### src/fpu_slice_pkg.sv
// ----------------------------
// Formats share one encoding across the slice, FP8 here is 1-5-2
// ----------------------------
package fpu_slice_pkg;

  typedef enum logic [1:0] {
    FP32 = 2'd0,
    FP16 = 2'd1,
    FP8  = 2'd2
  } fp_format_e;

  localparam int unsigned NUM_FORMATS = 3;

  typedef enum logic {
    MINMAX = 1'b0,
    SGNJ   = 1'b1
  } operation_e;

  // IEEE exception flags, only nv is raised by this group
  typedef struct packed {
    logic nv;
    logic dz;
    logic of;
    logic uf;
    logic nx;
  } status_t;

  // Travels with each item through the lanes
  typedef struct packed {
    logic       vectorial;
    fp_format_e fmt;
  } aux_t;

  // ----------------------------
  // Format geometry
  // ----------------------------
  function automatic int unsigned fp_width(fp_format_e fmt);
    case (fmt)
      FP32:    return 32;
      FP16:    return 16;
      default: return 8;
    endcase
  endfunction

  function automatic int unsigned exp_bits(fp_format_e fmt);
    return (fmt == FP32) ? 8 : 5;
  endfunction

  function automatic int unsigned man_bits(fp_format_e fmt);
    case (fmt)
      FP32:    return 23;
      FP16:    return 10;
      default: return 2;
    endcase
  endfunction

  // Widest format whose element at this lane index still fits
  function automatic int unsigned lane_width(int unsigned width, int unsigned lane);
    int unsigned res;
    res = 0;
    for (int f = NUM_FORMATS - 1; f >= 0; f--) begin
      if (fp_width(fp_format_e'(f)) * (lane + 1) <= width) res = fp_width(fp_format_e'(f));
    end
    return res;
  endfunction

  function automatic int unsigned num_lanes(int unsigned width);
    int unsigned min_w;
    min_w = fp_width(FP32);
    for (int f = 0; f < NUM_FORMATS; f++) begin
      if (fp_width(fp_format_e'(f)) < min_w) min_w = fp_width(fp_format_e'(f));
    end
    return width / min_w;
  endfunction

  function automatic int unsigned lanes_for_format(int unsigned width, fp_format_e fmt);
    return width / fp_width(fmt);
  endfunction

endpackage

### src/lane_if.sv
// ----------------------------
// All lanes of an array share one LaneWidth, the widest lane's
// ----------------------------
`timescale 1ns/10ps

// Operand side link, slicer to one lane
interface lane_in_if import fpu_slice_pkg::*; #(
  parameter int unsigned LaneWidth = 32,
  parameter type         TagType   = logic
);
  logic                 valid;
  logic                 ready;
  logic [LaneWidth-1:0] operand_a;
  logic [LaneWidth-1:0] operand_b;
  operation_e           op;
  logic                 op_mod;
  fp_format_e           fmt;
  TagType               tag;
  aux_t                 aux;

  modport slicer (output valid, operand_a, operand_b, op, op_mod, fmt, tag, aux,
                  input  ready);
  modport lane   (input  valid, operand_a, operand_b, op, op_mod, fmt, tag, aux,
                  output ready);
endinterface

// Result side link, one lane to the packer
interface lane_out_if import fpu_slice_pkg::*; #(
  parameter int unsigned LaneWidth = 32,
  parameter type         TagType   = logic
);
  logic                 valid;
  logic                 ready;
  logic [LaneWidth-1:0] result;
  status_t              status;
  TagType               tag;
  aux_t                 aux;
  logic                 busy;   // Any stage of the lane holds an item

  modport lane   (output valid, result, status, tag, aux, busy,
                  input  ready);
  modport packer (input  valid, result, status, tag, aux, busy,
                  output ready);
endinterface

### src/operand_slicer.sv
// ----------------------------
// Operands are used as given, no NaN-box check on the inputs
// ----------------------------
`timescale 1ns/10ps

module operand_slicer import fpu_slice_pkg::*; #(
  parameter int unsigned Width         = 32,
  parameter logic        EnableVectors = 1'b1,
  parameter int unsigned NumLanes      = 4,
  parameter type         TagType       = logic
) (
  input  logic [1:0][Width-1:0] operands_i,
  input  operation_e            op_i,
  input  logic                  op_mod_i,
  input  fp_format_e            fmt_i,
  input  logic                  vectorial_op_i,
  input  TagType                tag_i,
  input  logic                  in_valid_i,
  output logic                  in_ready_o,
  lane_in_if.slicer             lanes_o [NumLanes]
);

  localparam int unsigned MAX_LANE_WIDTH = lane_width(Width, 0);

  logic vectorial_op;
  aux_t aux;

  assign vectorial_op = vectorial_op_i & EnableVectors;
  assign aux          = '{vectorial: vectorial_op, fmt: fmt_i};
  assign in_ready_o   = lanes_o[0].ready;   // Lane 0 paces the whole slice

  for (genvar k = 0; k < NumLanes; k++) begin : gen_lanes
    logic             active;
    logic [Width-1:0] a_shift;
    logic [Width-1:0] b_shift;

    assign active = (k == 0) || (vectorial_op && (k < lanes_for_format(Width, fmt_i)));

    // Upper lanes only take an item in the cycle lane 0 takes it,
    // so all copies of one vector stay in the same order
    if (k == 0) begin : gen_lead
      assign lanes_o[k].valid = in_valid_i;
    end else begin : gen_follow
      assign lanes_o[k].valid = in_valid_i & active & lanes_o[0].ready;
    end

    // Element k sits at k times the element width
    assign a_shift = operands_i[0] >> (k * fp_width(fmt_i));
    assign b_shift = operands_i[1] >> (k * fp_width(fmt_i));

    assign lanes_o[k].operand_a = a_shift[MAX_LANE_WIDTH-1:0];
    assign lanes_o[k].operand_b = b_shift[MAX_LANE_WIDTH-1:0];
    assign lanes_o[k].op        = op_i;
    assign lanes_o[k].op_mod    = op_mod_i;
    assign lanes_o[k].fmt       = fmt_i;
    assign lanes_o[k].tag       = tag_i;
    assign lanes_o[k].aux       = aux;
  end

  // Caller must not ask for vectors on a scalar-only build
  always_comb begin : vec_check
    if (in_valid_i) begin
      assert (EnableVectors || !vectorial_op_i)
        else $error("vectorial op requested with vectors disabled");
    end
  end

endmodule

### src/noncomp_lane.sv
// ----------------------------
// Formats wider than LaneWidth are not computed, the lane is inactive for them
// ----------------------------
`timescale 1ns/10ps

module noncomp_lane import fpu_slice_pkg::*; #(
  parameter int unsigned LaneWidth   = 32,
  parameter int unsigned NumPipeRegs = 2,
  parameter type         TagType     = logic
) (
  input  logic      clk_i,
  input  logic      arst_n_i,
  input  logic      flush_i,
  lane_in_if.lane   in_p,
  lane_out_if.lane  out_p
);

  logic [NUM_FORMATS-1:0][LaneWidth-1:0] fmt_res;
  logic [NUM_FORMATS-1:0]                fmt_nv;
  logic [LaneWidth-1:0]                  op_res;
  status_t                               op_status;

  // ----------------------------
  // Per-format datapath
  // ----------------------------
  for (genvar f = 0; f < NUM_FORMATS; f++) begin : gen_fmt
    localparam int unsigned FW = fp_width(fp_format_e'(f));
    localparam int unsigned EB = exp_bits(fp_format_e'(f));
    localparam int unsigned MB = man_bits(fp_format_e'(f));

    if (FW <= LaneWidth) begin : gen_fit
      logic [FW-1:0]        a, b, minmax, sgnj;
      logic [LaneWidth-1:0] res;
      logic                 a_nan, b_nan, a_lt_b;

      assign a     = in_p.operand_a[FW-1:0];
      assign b     = in_p.operand_b[FW-1:0];
      assign a_nan = (&a[FW-2 -: EB]) && (|a[MB-1:0]);
      assign b_nan = (&b[FW-2 -: EB]) && (|b[MB-1:0]);

      always_comb begin : minmax_sel
        // Sign-magnitude order, -0 sorts below +0
        if (a[FW-1] != b[FW-1]) a_lt_b = a[FW-1];
        else if (a[FW-1])       a_lt_b = a[FW-2:0] > b[FW-2:0];
        else                    a_lt_b = a[FW-2:0] < b[FW-2:0];

        if (a_nan && b_nan) minmax = {1'b0, {EB{1'b1}}, 1'b1, {(MB-1){1'b0}}};
        else if (a_nan)     minmax = b;
        else if (b_nan)     minmax = a;
        else                minmax = (a_lt_b ^ in_p.op_mod) ? a : b;   // op_mod 1 is max
      end

      assign sgnj = {b[FW-1] ^ in_p.op_mod, a[FW-2:0]};

      always_comb begin : box
        res         = '1;   // NaN-box above the element
        res[FW-1:0] = (in_p.op == SGNJ) ? sgnj : minmax;
      end

      assign fmt_res[f] = res;
      // Signaling NaN has the quiet bit clear
      assign fmt_nv[f]  = (in_p.op == MINMAX) &&
                          ((a_nan && !a[MB-1]) || (b_nan && !b[MB-1]));
    end else begin : gen_nofit
      assign fmt_res[f] = '1;
      assign fmt_nv[f]  = 1'b0;
    end
  end

  always_comb begin : fmt_sel
    op_res    = '1;
    op_status = '0;
    for (int f = 0; f < NUM_FORMATS; f++) begin
      if (in_p.fmt == fp_format_e'(f)) begin
        op_res       = fmt_res[f];
        op_status.nv = fmt_nv[f];
      end
    end
  end

  // ----------------------------
  // Pipeline, index i is after i stages
  // ----------------------------
  logic [LaneWidth-1:0] pipe_res    [0:NumPipeRegs];
  status_t              pipe_status [0:NumPipeRegs];
  TagType               pipe_tag    [0:NumPipeRegs];
  aux_t                 pipe_aux    [0:NumPipeRegs];
  logic [0:NumPipeRegs] pipe_valid;
  logic [0:NumPipeRegs] pipe_ready;

  assign pipe_res[0]    = op_res;
  assign pipe_status[0] = op_status;
  assign pipe_tag[0]    = in_p.tag;
  assign pipe_aux[0]    = in_p.aux;
  assign pipe_valid[0]  = in_p.valid;
  assign in_p.ready     = pipe_ready[0];

  for (genvar i = 0; i < NumPipeRegs; i++) begin : gen_pipe
    // Advance when downstream takes it or holds a bubble
    assign pipe_ready[i] = pipe_ready[i+1] | ~pipe_valid[i+1];

    always_ff @(posedge clk_i or negedge arst_n_i) begin
      if (!arst_n_i)          pipe_valid[i+1] <= 1'b0;
      else if (flush_i)       pipe_valid[i+1] <= 1'b0;
      else if (pipe_ready[i]) pipe_valid[i+1] <= pipe_valid[i];
    end

    always_ff @(posedge clk_i) begin
      if (pipe_ready[i] && pipe_valid[i]) begin
        pipe_res[i+1]    <= pipe_res[i];
        pipe_status[i+1] <= pipe_status[i];
        pipe_tag[i+1]    <= pipe_tag[i];
        pipe_aux[i+1]    <= pipe_aux[i];
      end
    end
  end

  assign pipe_ready[NumPipeRegs] = out_p.ready;

  always_comb begin : out_box
    out_p.result                = '1;
    out_p.result[LaneWidth-1:0] = pipe_res[NumPipeRegs];
  end

  assign out_p.valid  = pipe_valid[NumPipeRegs];
  assign out_p.status = pipe_status[NumPipeRegs];
  assign out_p.tag    = pipe_tag[NumPipeRegs];
  assign out_p.aux    = pipe_aux[NumPipeRegs];
  assign out_p.busy   = |pipe_valid;

  if (NumPipeRegs > 0) begin : gen_stall_check
    stable_on_stall: assert property (@(posedge clk_i) disable iff (!arst_n_i)
      (pipe_valid[NumPipeRegs] && !out_p.ready && !flush_i) |=>
        (pipe_valid[NumPipeRegs] && $stable(pipe_res[NumPipeRegs]) &&
         $stable(pipe_tag[NumPipeRegs])))
      else $error("lane output changed while stalled");
  end

endmodule

### src/result_packer.sv
// ----------------------------
// Format and vector flag are taken from lane 0 only
// ----------------------------
`timescale 1ns/10ps

module result_packer import fpu_slice_pkg::*; #(
  parameter int unsigned Width    = 32,
  parameter int unsigned NumLanes = 4,
  parameter type         TagType  = logic
) (
  lane_out_if.packer    lanes_i [NumLanes],
  input  logic          out_ready_i,
  output logic          out_valid_o,
  output logic [Width-1:0] result_o,
  output status_t       status_o,
  output TagType        tag_o,
  output logic          busy_o
);

  localparam int unsigned MAX_LANE_WIDTH = lane_width(Width, 0);

  aux_t                              res_aux;
  logic [NumLanes-1:0]               lane_active;
  logic [NumLanes-1:0]               lane_valid;
  logic [NumLanes-1:0]               lane_busy;
  status_t [NumLanes-1:0]            lane_status;
  logic [MAX_LANE_WIDTH-1:0]         lane_result [NumLanes];
  logic [NUM_FORMATS-1:0][Width-1:0] fmt_result;

  assign res_aux = lanes_i[0].aux;

  for (genvar k = 0; k < NumLanes; k++) begin : gen_lanes
    assign lane_active[k] = (k == 0) ||
                            (res_aux.vectorial && (k < lanes_for_format(Width, res_aux.fmt)));
    assign lanes_i[k].ready = out_ready_i & lane_active[k];   // Idle lanes are never drained
    assign lane_valid[k]    = lanes_i[k].valid;
    assign lane_busy[k]     = lanes_i[k].busy;
    assign lane_result[k]   = lanes_i[k].result;
    assign lane_status[k]   = (lane_valid[k] && lane_active[k]) ? lanes_i[k].status : '0;
  end

  // ----------------------------
  // Packing per format
  // ----------------------------
  for (genvar f = 0; f < NUM_FORMATS; f++) begin : gen_fmt
    localparam int unsigned FW        = fp_width(fp_format_e'(f));
    localparam int unsigned NUM_ELEMS = Width / FW;

    for (genvar e = 0; e < NUM_ELEMS; e++) begin : gen_elem
      assign fmt_result[f][e*FW +: FW] = lane_active[e] ? lane_result[e][FW-1:0] : '1;
    end
    if (NUM_ELEMS * FW < Width) begin : gen_fill
      assign fmt_result[f][Width-1:NUM_ELEMS*FW] = '1;
    end
  end

  always_comb begin : fmt_sel
    result_o = '1;
    for (int f = 0; f < NUM_FORMATS; f++) begin
      if (res_aux.fmt == fp_format_e'(f)) result_o = fmt_result[f];
    end
  end

  always_comb begin : status_merge
    status_o = '0;
    for (int k = 0; k < NumLanes; k++) status_o |= lane_status[k];
  end

  assign out_valid_o = lane_valid[0];
  assign tag_o       = lanes_i[0].tag;
  assign busy_o      = |lane_busy;

  // Copies of a vector must reach the output in the same cycle
  always_comb begin : lockstep_check
    if (lane_valid[0]) begin
      assert ((lane_valid & lane_active) == lane_active)
        else $error("active lane not valid with lane 0");
    end
  end

endmodule

### src/fpu_noncomp_slice.sv
// ----------------------------
// MINMAX and SGNJ only, no rounding mode and no SGNJX
// ----------------------------
`timescale 1ns/10ps

module fpu_noncomp_slice import fpu_slice_pkg::*; #(
  parameter int unsigned Width         = 32,
  parameter int unsigned NumPipeRegs   = 2,
  parameter logic        EnableVectors = 1'b1,
  parameter type         TagType       = logic [3:0]
) (
  input  logic                  clk_i,
  input  logic                  arst_n_i,
  input  logic [1:0][Width-1:0] operands_i,
  input  operation_e            op_i,
  input  logic                  op_mod_i,
  input  fp_format_e            fmt_i,
  input  logic                  vectorial_op_i,
  input  TagType                tag_i,
  input  logic                  in_valid_i,
  output logic                  in_ready_o,
  input  logic                  flush_i,
  output logic [Width-1:0]      result_o,
  output status_t               status_o,
  output TagType                tag_o,
  output logic                  out_valid_o,
  input  logic                  out_ready_i,
  output logic                  busy_o
);

  localparam int unsigned NUM_LANES      = num_lanes(Width);
  localparam int unsigned MAX_LANE_WIDTH = lane_width(Width, 0);

  lane_in_if  #(.LaneWidth(MAX_LANE_WIDTH), .TagType(TagType)) lane_in  [NUM_LANES] ();
  lane_out_if #(.LaneWidth(MAX_LANE_WIDTH), .TagType(TagType)) lane_out [NUM_LANES] ();

  operand_slicer #(
    .Width         (Width),
    .EnableVectors (EnableVectors),
    .NumLanes      (NUM_LANES),
    .TagType       (TagType)
  ) i_slicer (
    .operands_i     (operands_i),
    .op_i           (op_i),
    .op_mod_i       (op_mod_i),
    .fmt_i          (fmt_i),
    .vectorial_op_i (vectorial_op_i),
    .tag_i          (tag_i),
    .in_valid_i     (in_valid_i),
    .in_ready_o     (in_ready_o),
    .lanes_o        (lane_in)
  );

  // Lane k is sized for the widest element it can ever hold
  for (genvar k = 0; k < NUM_LANES; k++) begin : gen_lanes
    noncomp_lane #(
      .LaneWidth   (lane_width(Width, k)),
      .NumPipeRegs (NumPipeRegs),
      .TagType     (TagType)
    ) i_lane (
      .clk_i    (clk_i),
      .arst_n_i (arst_n_i),
      .flush_i  (flush_i),
      .in_p     (lane_in[k]),
      .out_p    (lane_out[k])
    );
  end

  result_packer #(
    .Width    (Width),
    .NumLanes (NUM_LANES),
    .TagType  (TagType)
  ) i_packer (
    .lanes_i     (lane_out),
    .out_ready_i (out_ready_i),
    .out_valid_o (out_valid_o),
    .result_o    (result_o),
    .status_o    (status_o),
    .tag_o       (tag_o),
    .busy_o      (busy_o)
  );

endmodule

### config.mk
export PLATFORM = sky130hd
export DESIGN_NAME = fpu_noncomp_slice
export DESIGN_NICKNAME = d
export VERILOG_FILES = /design/src/fpu_slice_pkg.sv /design/src/lane_if.sv /design/src/operand_slicer.sv /design/src/noncomp_lane.sv /design/src/result_packer.sv /design/src/fpu_noncomp_slice.sv
export SDC_FILE = /design/constraint.sdc
export NUM_CORES = 1
export LEC_CHECK = 0
export BUFFER_PORTS_ARGS = -buffer_cell sky130_fd_sc_hd__buf_2
export CAP_MARGIN = 20
export CORE_MARGIN = 4
export CORE_UTILIZATION = 60
export CTS_CLUSTER_SIZE = 20
export DETAILED_ROUTE_END_ITERATION = 10
export PLACE_DENSITY = 0.81
export REMOVE_ABC_BUFFERS = 1
export SLEW_MARGIN = 20
export SYNTH_ARGS = -nofsm -noshare
export SYNTH_HDL_FRONTEND = slang
export SYNTH_SLANG_ARGS = --single-unit
export TNS_END_PERCENT = 50
### constraint.sdc
create_clock -name clk_i -period 5.56 [get_ports clk_i]
set_clock_uncertainty 0.05 [all_clocks]
set_input_delay 0.556 -clock clk_i [delete_from_list [all_inputs] [get_ports clk_i]]
set_output_delay 0.556 -clock clk_i [all_outputs]
set_load 0.01 [all_outputs]
# Word-level counts from Yosys, hierarchy flattened
# Index checks and enable logic that the tools add are counted.
# op_classes
n_addsub,0
n_mul,1
div_mod_pow,2
magnitude_cmp,20
n_eq_ne,11
n_shift,6
muxes,88
bitwise_logic,45
reduce_logical,121
# ops
cell,count
two-way mux 32 bit,8
two-way mux 16 bit,13
two-way mux 8 bit,26
"< comparator 2 x 32 -> 1 bit, first input constant",4
"divider 6 x 32 -> 32 bit, first input constant",2
"< comparator 1 x 32 -> 1 bit, first input constant",2
right shift 32 x 32 -> 8 bit,2
right shift 32 x 6 -> 16 bit,2
right shift 32 x 7 -> 8 bit,2
AND reduction 5 bit,12
logical AND 1 bit,59
OR reduction 23 bit,2
OR reduction 10 bit,4
two-way mux 1 bit,35
greater-than comparator 31 bit,1
< comparator 31 bit,1
greater-than comparator 15 bit,2
< comparator 15 bit,2
greater-than comparator 7 bit,4
< comparator 7 bit,4
one-hot mux 6 bit (2 select lines),2
two-way mux 5 bit,4
OR reduction 2 bit,9
AND reduction 8 bit,2
15 further kinds,90
# totals
reg_bits,158
latch_bits,0
mem_bits_rw,0
romBits,0
input_bits,78
output_inout_bits,44
memories,0

# Depth between registers and ports, before layout
# depth
ltp_word,14
depth_mapped,23

# By module
# From an unflattened synthesis, not the netlist that was laid out.
# unflattened
hier_cells,1746
area_unflattened_um2,16388.2
# modules_own_cells
module,n_inst,cells_per_inst,area_each_um2,seq_area_each_um2
noncomp_lane at gen_lanes[0].i_lane,1,520,5361.4,2452.4
noncomp_lane at gen_lanes[2].i_lane ...,2,174,1993.2,1011.0
noncomp_lane at gen_lanes[1].i_lane,1,303,3188.1,1491.4
operand_slicer,1,473,3151.8,0.0
result_packer,1,102,700.7,0.0

# Least setup slack after synthesis
# OpenSTA, ideal clock, no wires.
# synth_path
path_type,input to register
from,in fmt_i[1]
to,reg gen_lanes[1].i_lane.pipe_res[22] (netlist bit) (data pin)
setup_time_ns,0.261
arrival_time_ns,4.867
setup_slack_ns,0.382
stages,22
cell_sequence,buf_2 > nor2_1 > clkinv_1 > clkbuf_1 > ha_1 > buf_6 > buf_6 > buf_6 > mux2i_1 > nor2_1 > a21oi_1 > ha_1 > and4_1 > a221oi_1 > o21ai_0 > a221o_1 > o21ba_2 > o22ai_1 > o21ai_0 > buf_4 > a311oi_1 > o31ai_1
# synth_via
elab_chain_len,14
# synth_lines
item,line_no,rtl
from (decl),fpu_noncomp_slice.sv:17,"input fp_format_e fmt_i,"
== test 2 x 1 -> 1 bit or zero test 2 bit (tied branches),-,
one-hot mux 6 bit (2 select lines),fpu_slice_pkg.sv:38,case (fmt)
right shift 32 x 6 -> 16 bit (on tied branches),"operand_slicer.sv:48, operand_slicer.sv:49",
< comparator 15 bit or greater-than comparator 15 bit (tied branches),"noncomp_lane.sv:45, noncomp_lane.sv:44",
two-way mux 1 bit,noncomp_lane.sv:44,else if (a[FW-1]) a_lt_b = a[FW-2:0] > b[FW-2:0];
two-way mux 1 bit,noncomp_lane.sv:43,if (a[FW-1] != b[FW-1]) a_lt_b = a[FW-1];
XOR 1 bit,noncomp_lane.sv:50,else minmax = (a_lt_b ^ in_p.op_mod) ? a : b;
two-way mux 16 bit,noncomp_lane.sv:50,
two-way mux 16 bit,noncomp_lane.sv:49,else if (b_nan) minmax = a;
two-way mux 16 bit,noncomp_lane.sv:48,else if (a_nan) minmax = b;
two-way mux 16 bit,noncomp_lane.sv:47,"if (a_nan && b_nan) minmax = {1'b0, {EB{1'b1}}, 1'b1, {(MB-1){1'b0}}};"
two-way mux 16 bit,noncomp_lane.sv:57,res[FW-1:0] = (in_p.op == SGNJ) ? sgnj : minmax;
two-way mux 8 bit,noncomp_lane.sv:74,if (in_p.fmt == fp_format_e'(f)) begin
two-way mux 8 bit *,noncomp_lane.sv:74,
via gen_lanes[1].i_lane.op_res[6],noncomp_lane.sv:20,logic [LaneWidth-1:0] op_res;
"to (signal, indexed assignment)",noncomp_lane.sv:110,pipe_res[i+1] <= pipe_res[i];
to (decl),noncomp_lane.sv:84,logic [LaneWidth-1:0] pipe_res [0:NumPipeRegs];
# The timed path passes the listed nets; every way through them passes the cells marked *.
# A chain may end at the register's enable or synchronous reset.

# Worst setup path after layout
# layout_path
from,in fmt_i[0]
to,reg gen_lanes[1].i_lane.pipe_res[22] (netlist bit) (data pin)
# Same word-level chain as after synthesis.

==> results.md <==
* Rel. slew slack at between 30% and 40%
* Pin count of the biggest net entering global routing at 60
* Most common cell after layout, fill and taps aside: edfxtp_1
* WL met1 at 15000 microns
* Max H-tree Level at 4
* Initial Util at 61.4%
* Post-synth ARST share at 5.06%
* Number of synthesized flops with an enable pin at 150
* Post-synth top flop: edfxtp_1
* Antenna violations before repair at 0
* Type of origin of the critical path: input pin
* Hold crit path type: input pin to flip-flop
* Crit. End Element: flip-flop
* Final WL at between 30000 and 40000 microns
* Tcrit/Tclk final at 82.9%
* Hold WS at 0.244 ns
* VDD IR-drop max at 0.000265 V
* Clock buffer count from CTS at 17
* Metal3 WL at around 4300 microns
* Dpl cells at 1442
* CP Data Arrival Time at 4.75 ns
* Leak at 4.82 nW
* Clk root buf: clkbuf_16
* Core box area at 0.0181 sq mm
* Die H at roughly 140 microns
* Clock period minus worst slack at 4.61 ns
* TritonRoute pass-1 iters at 6
* Status: finished clean
* Row count at 49
* Worst-skew pair later-pin latency at 0.43 ns
* Maximum clock insertion buffer count at 2
* Area of the die at around 0.021 sq mm
* RSZ-0062 raised after global routing: no
* Global-route wire length before repair at 58500 microns
* Nets at between 1000 and 1500
* Cell variety after synth at 96
* Syn. warnings at 0
* GRT Total Usage at 37.7%
* Final Instance Count excl. Fillers at 1476
* Kind of critical path: input pin to flip-flop
* Final HPWL DP at 28500 microns
* Area grow syn2layout at 12.0%
* PortBufs at 117
* Actual slew at the worst max-slew pin at between 1 and 1.5 ns
* DP Area at between 0.01 and 0.015 sq mm
* End-of-flow core utilization at around 69%
* Worst-path fanout max at 23
* Final setup fails at 0
* Syn Area/Cell at slightly below 10 sq um
* Top sig layer: met4
* Slew Viols, Final at 0
* Cell area after layout at 0.0125 sq mm
* Met2 WL post-DR at between 15000 and 20000 microns
* Pwr Density at 271 mW/mm^2
* Total global routing overflow at 0
* IO Count at 122
* CTS tree: done
* Fmax at around 220 MHz
* Starting DRT DRC Count at 1258
* Via/cell ratio at between 6 and 7
* Vias at around 10000
* FF+latch count, synth at about 160
* Post-route DRC at 0
* Sequential area share after synthesis at 42.2%
* DRT antenna net count at 0
* Avg WL per Cell at 26.5 microns
* Syn Std Cell Area at around 0.011 sq mm
* Clock Sinks at 158
* Pwr Total at around 3.4 mW
* Die Wd at roughly 140 microns
* Final Hold Vio Count at 0
* Setup Buffers After CTS at 0
* Vias in the first global route at 9848
* Placer Congestion at 1.10
* Worst-path clk slew at ~0.070 ns
* Share of layout cells above drive strength 1 at 18.1%
* Maxcap violations at 0
* Most frequent cells in the layout: edfxtp_1, buf_2, nor2_1
* Post-Synthesis Cells at 1137
* Worst EP required at 5.70 ns
path summary, 6_finish.rpt:
path	startpoint	to	slack, ns	cells past startpoint
min in group asynchronous	arst_n_i	gen_lanes[0].i_lane.out_p.valid$_DFFE_PN0P_	0.46	2
worst min-delay path	tag_i[3]	gen_lanes[0].i_lane.pipe_tag[7]$_DFFE_PP_	0.24	1
max in group asynchronous	arst_n_i	gen_lanes[2].i_lane.pipe_valid[1]$_DFFE_PN0P_	4.83	2
worst max-delay path	fmt_i[0]	gen_lanes[1].i_lane.pipe_res[22]$_DFFE_PP_	0.95	19
worst min register to register	gen_lanes[0].i_lane.pipe_res[59]$_SDFFCE_PP1P_	gen_lanes[0].i_lane.out_p.result[27]$_DFFE_PP_	0.37	0
worst max register to register	gen_lanes[0].i_lane.out_p.valid$_DFFE_PN0P_	gen_lanes[2].i_lane.pipe_status[9]$_SDFFCE_PN0P_	2.54	6
through the flow:
stage          worst slack (ns)  TNS, ns
4_1_cts                    1.03        0
6_report                  0.949        0
5_1_grt                   0.606        0
2_1_floorplan            -0.886   -10.11
3_3_place_gp              0.725        0
3_5_place_dp              0.561        0
sequential cells by signal, summed over array words and instances (netlist names):
signal,count
gen_lanes.i_lane.pipe_valid,4
gen_lanes.i_lane.pipe_status,4
gen_lanes.i_lane.out_p.tag,4
gen_lanes.i_lane.pipe_res,64
gen_lanes.i_lane.out_p.valid,4
gen_lanes.i_lane.pipe_tag,4
gen_lanes.i_lane.out_p.aux,3
gen_lanes.i_lane.out_p.status,4
gen_lanes.i_lane.out_p.result,64
gen_lanes.i_lane.pipe_aux,3
cell families after synthesis:
group,share of synthesized area [%]
muxes,5.85
AOI/OAI and AO/OA,22.7
buffers and inverters,5.41
DFF,42.2
and+or+nand+nor,16.4
adders and majority gates,6.85
other,0.0336
xor gates and xnor gates,0.629
timing repair:
action                                 in CTS  in global routing
endpoints found under the hold margin       8                  0
hold buffers                                1                  0
resized for setup                           0                  0
final cells by class:
class / instances / area (sq um)
Sequential cell: 158 / 4700
Timing Repair Buffer: 142 / 788
Fill cell: 1458 / 5660
Clock inverter: 14 / 150
Antenna cell: 1 / 2.50
Inverter: 69 / 259
Clock buffer: 18 / 429
Multi-Input combinational cell: 845 / 5870
Tap cell: 229 / 287
worst max-delay path, stage by stage:
cell and delay [ns]:
buf_2 0.19, nor2b_4 0.16, inv_1 0.07, ha_2 0.35, buf_12 0.25, mux2i_1 0.21, nor2_1 0.05, a21oi_1 0.26
ha_1 0.30, and4_1 0.20, a221oi_1 0.24, o21ai_0 0.14, a221o_1 0.33, o21ba_2 0.21, o22ai_1 0.37, o21ai_0 0.23
buf_4 0.22, a311oi_1 0.28, o31ai_1 0.09
cell usage after synthesis, drive strengths merged, types with 17 or more instances:
master / number / area, sq um
mux2: 17 / 206
nor4: 17 / 106
o21ai: 61 / 317
inv: 67 / 251
a31oi: 23 / 144
ha: 61 / 763
nor3: 32 / 165
nand4: 22 / 138
clkbuf: 34 / 128
nor2: 98 / 380
a21oi: 72 / 364
buf: 34 / 216
o22a: 26 / 228
nand3: 32 / 165
edfxtp: 150 / 4500
nand2: 77 / 289
mux2i: 40 / 400
report_power, final:
part	switching [mW]	leakage, nW	internal [mW]	total [mW]
Combinational	0.537	3.05	0.296	0.833
Sequential	0.0256	1.49	1.38	1.40
Clock	0.551	0.276	0.598	1.15
layer usage:
layer / up-vias / track usage [%]
met1: 4780 / 49.2
met4: 0 / 19.6
met3: 195 / 8.73
li1: 4599 / -
met2: 729 / 58.6
met5: - / 0
(Power assumes the default switching activity.)
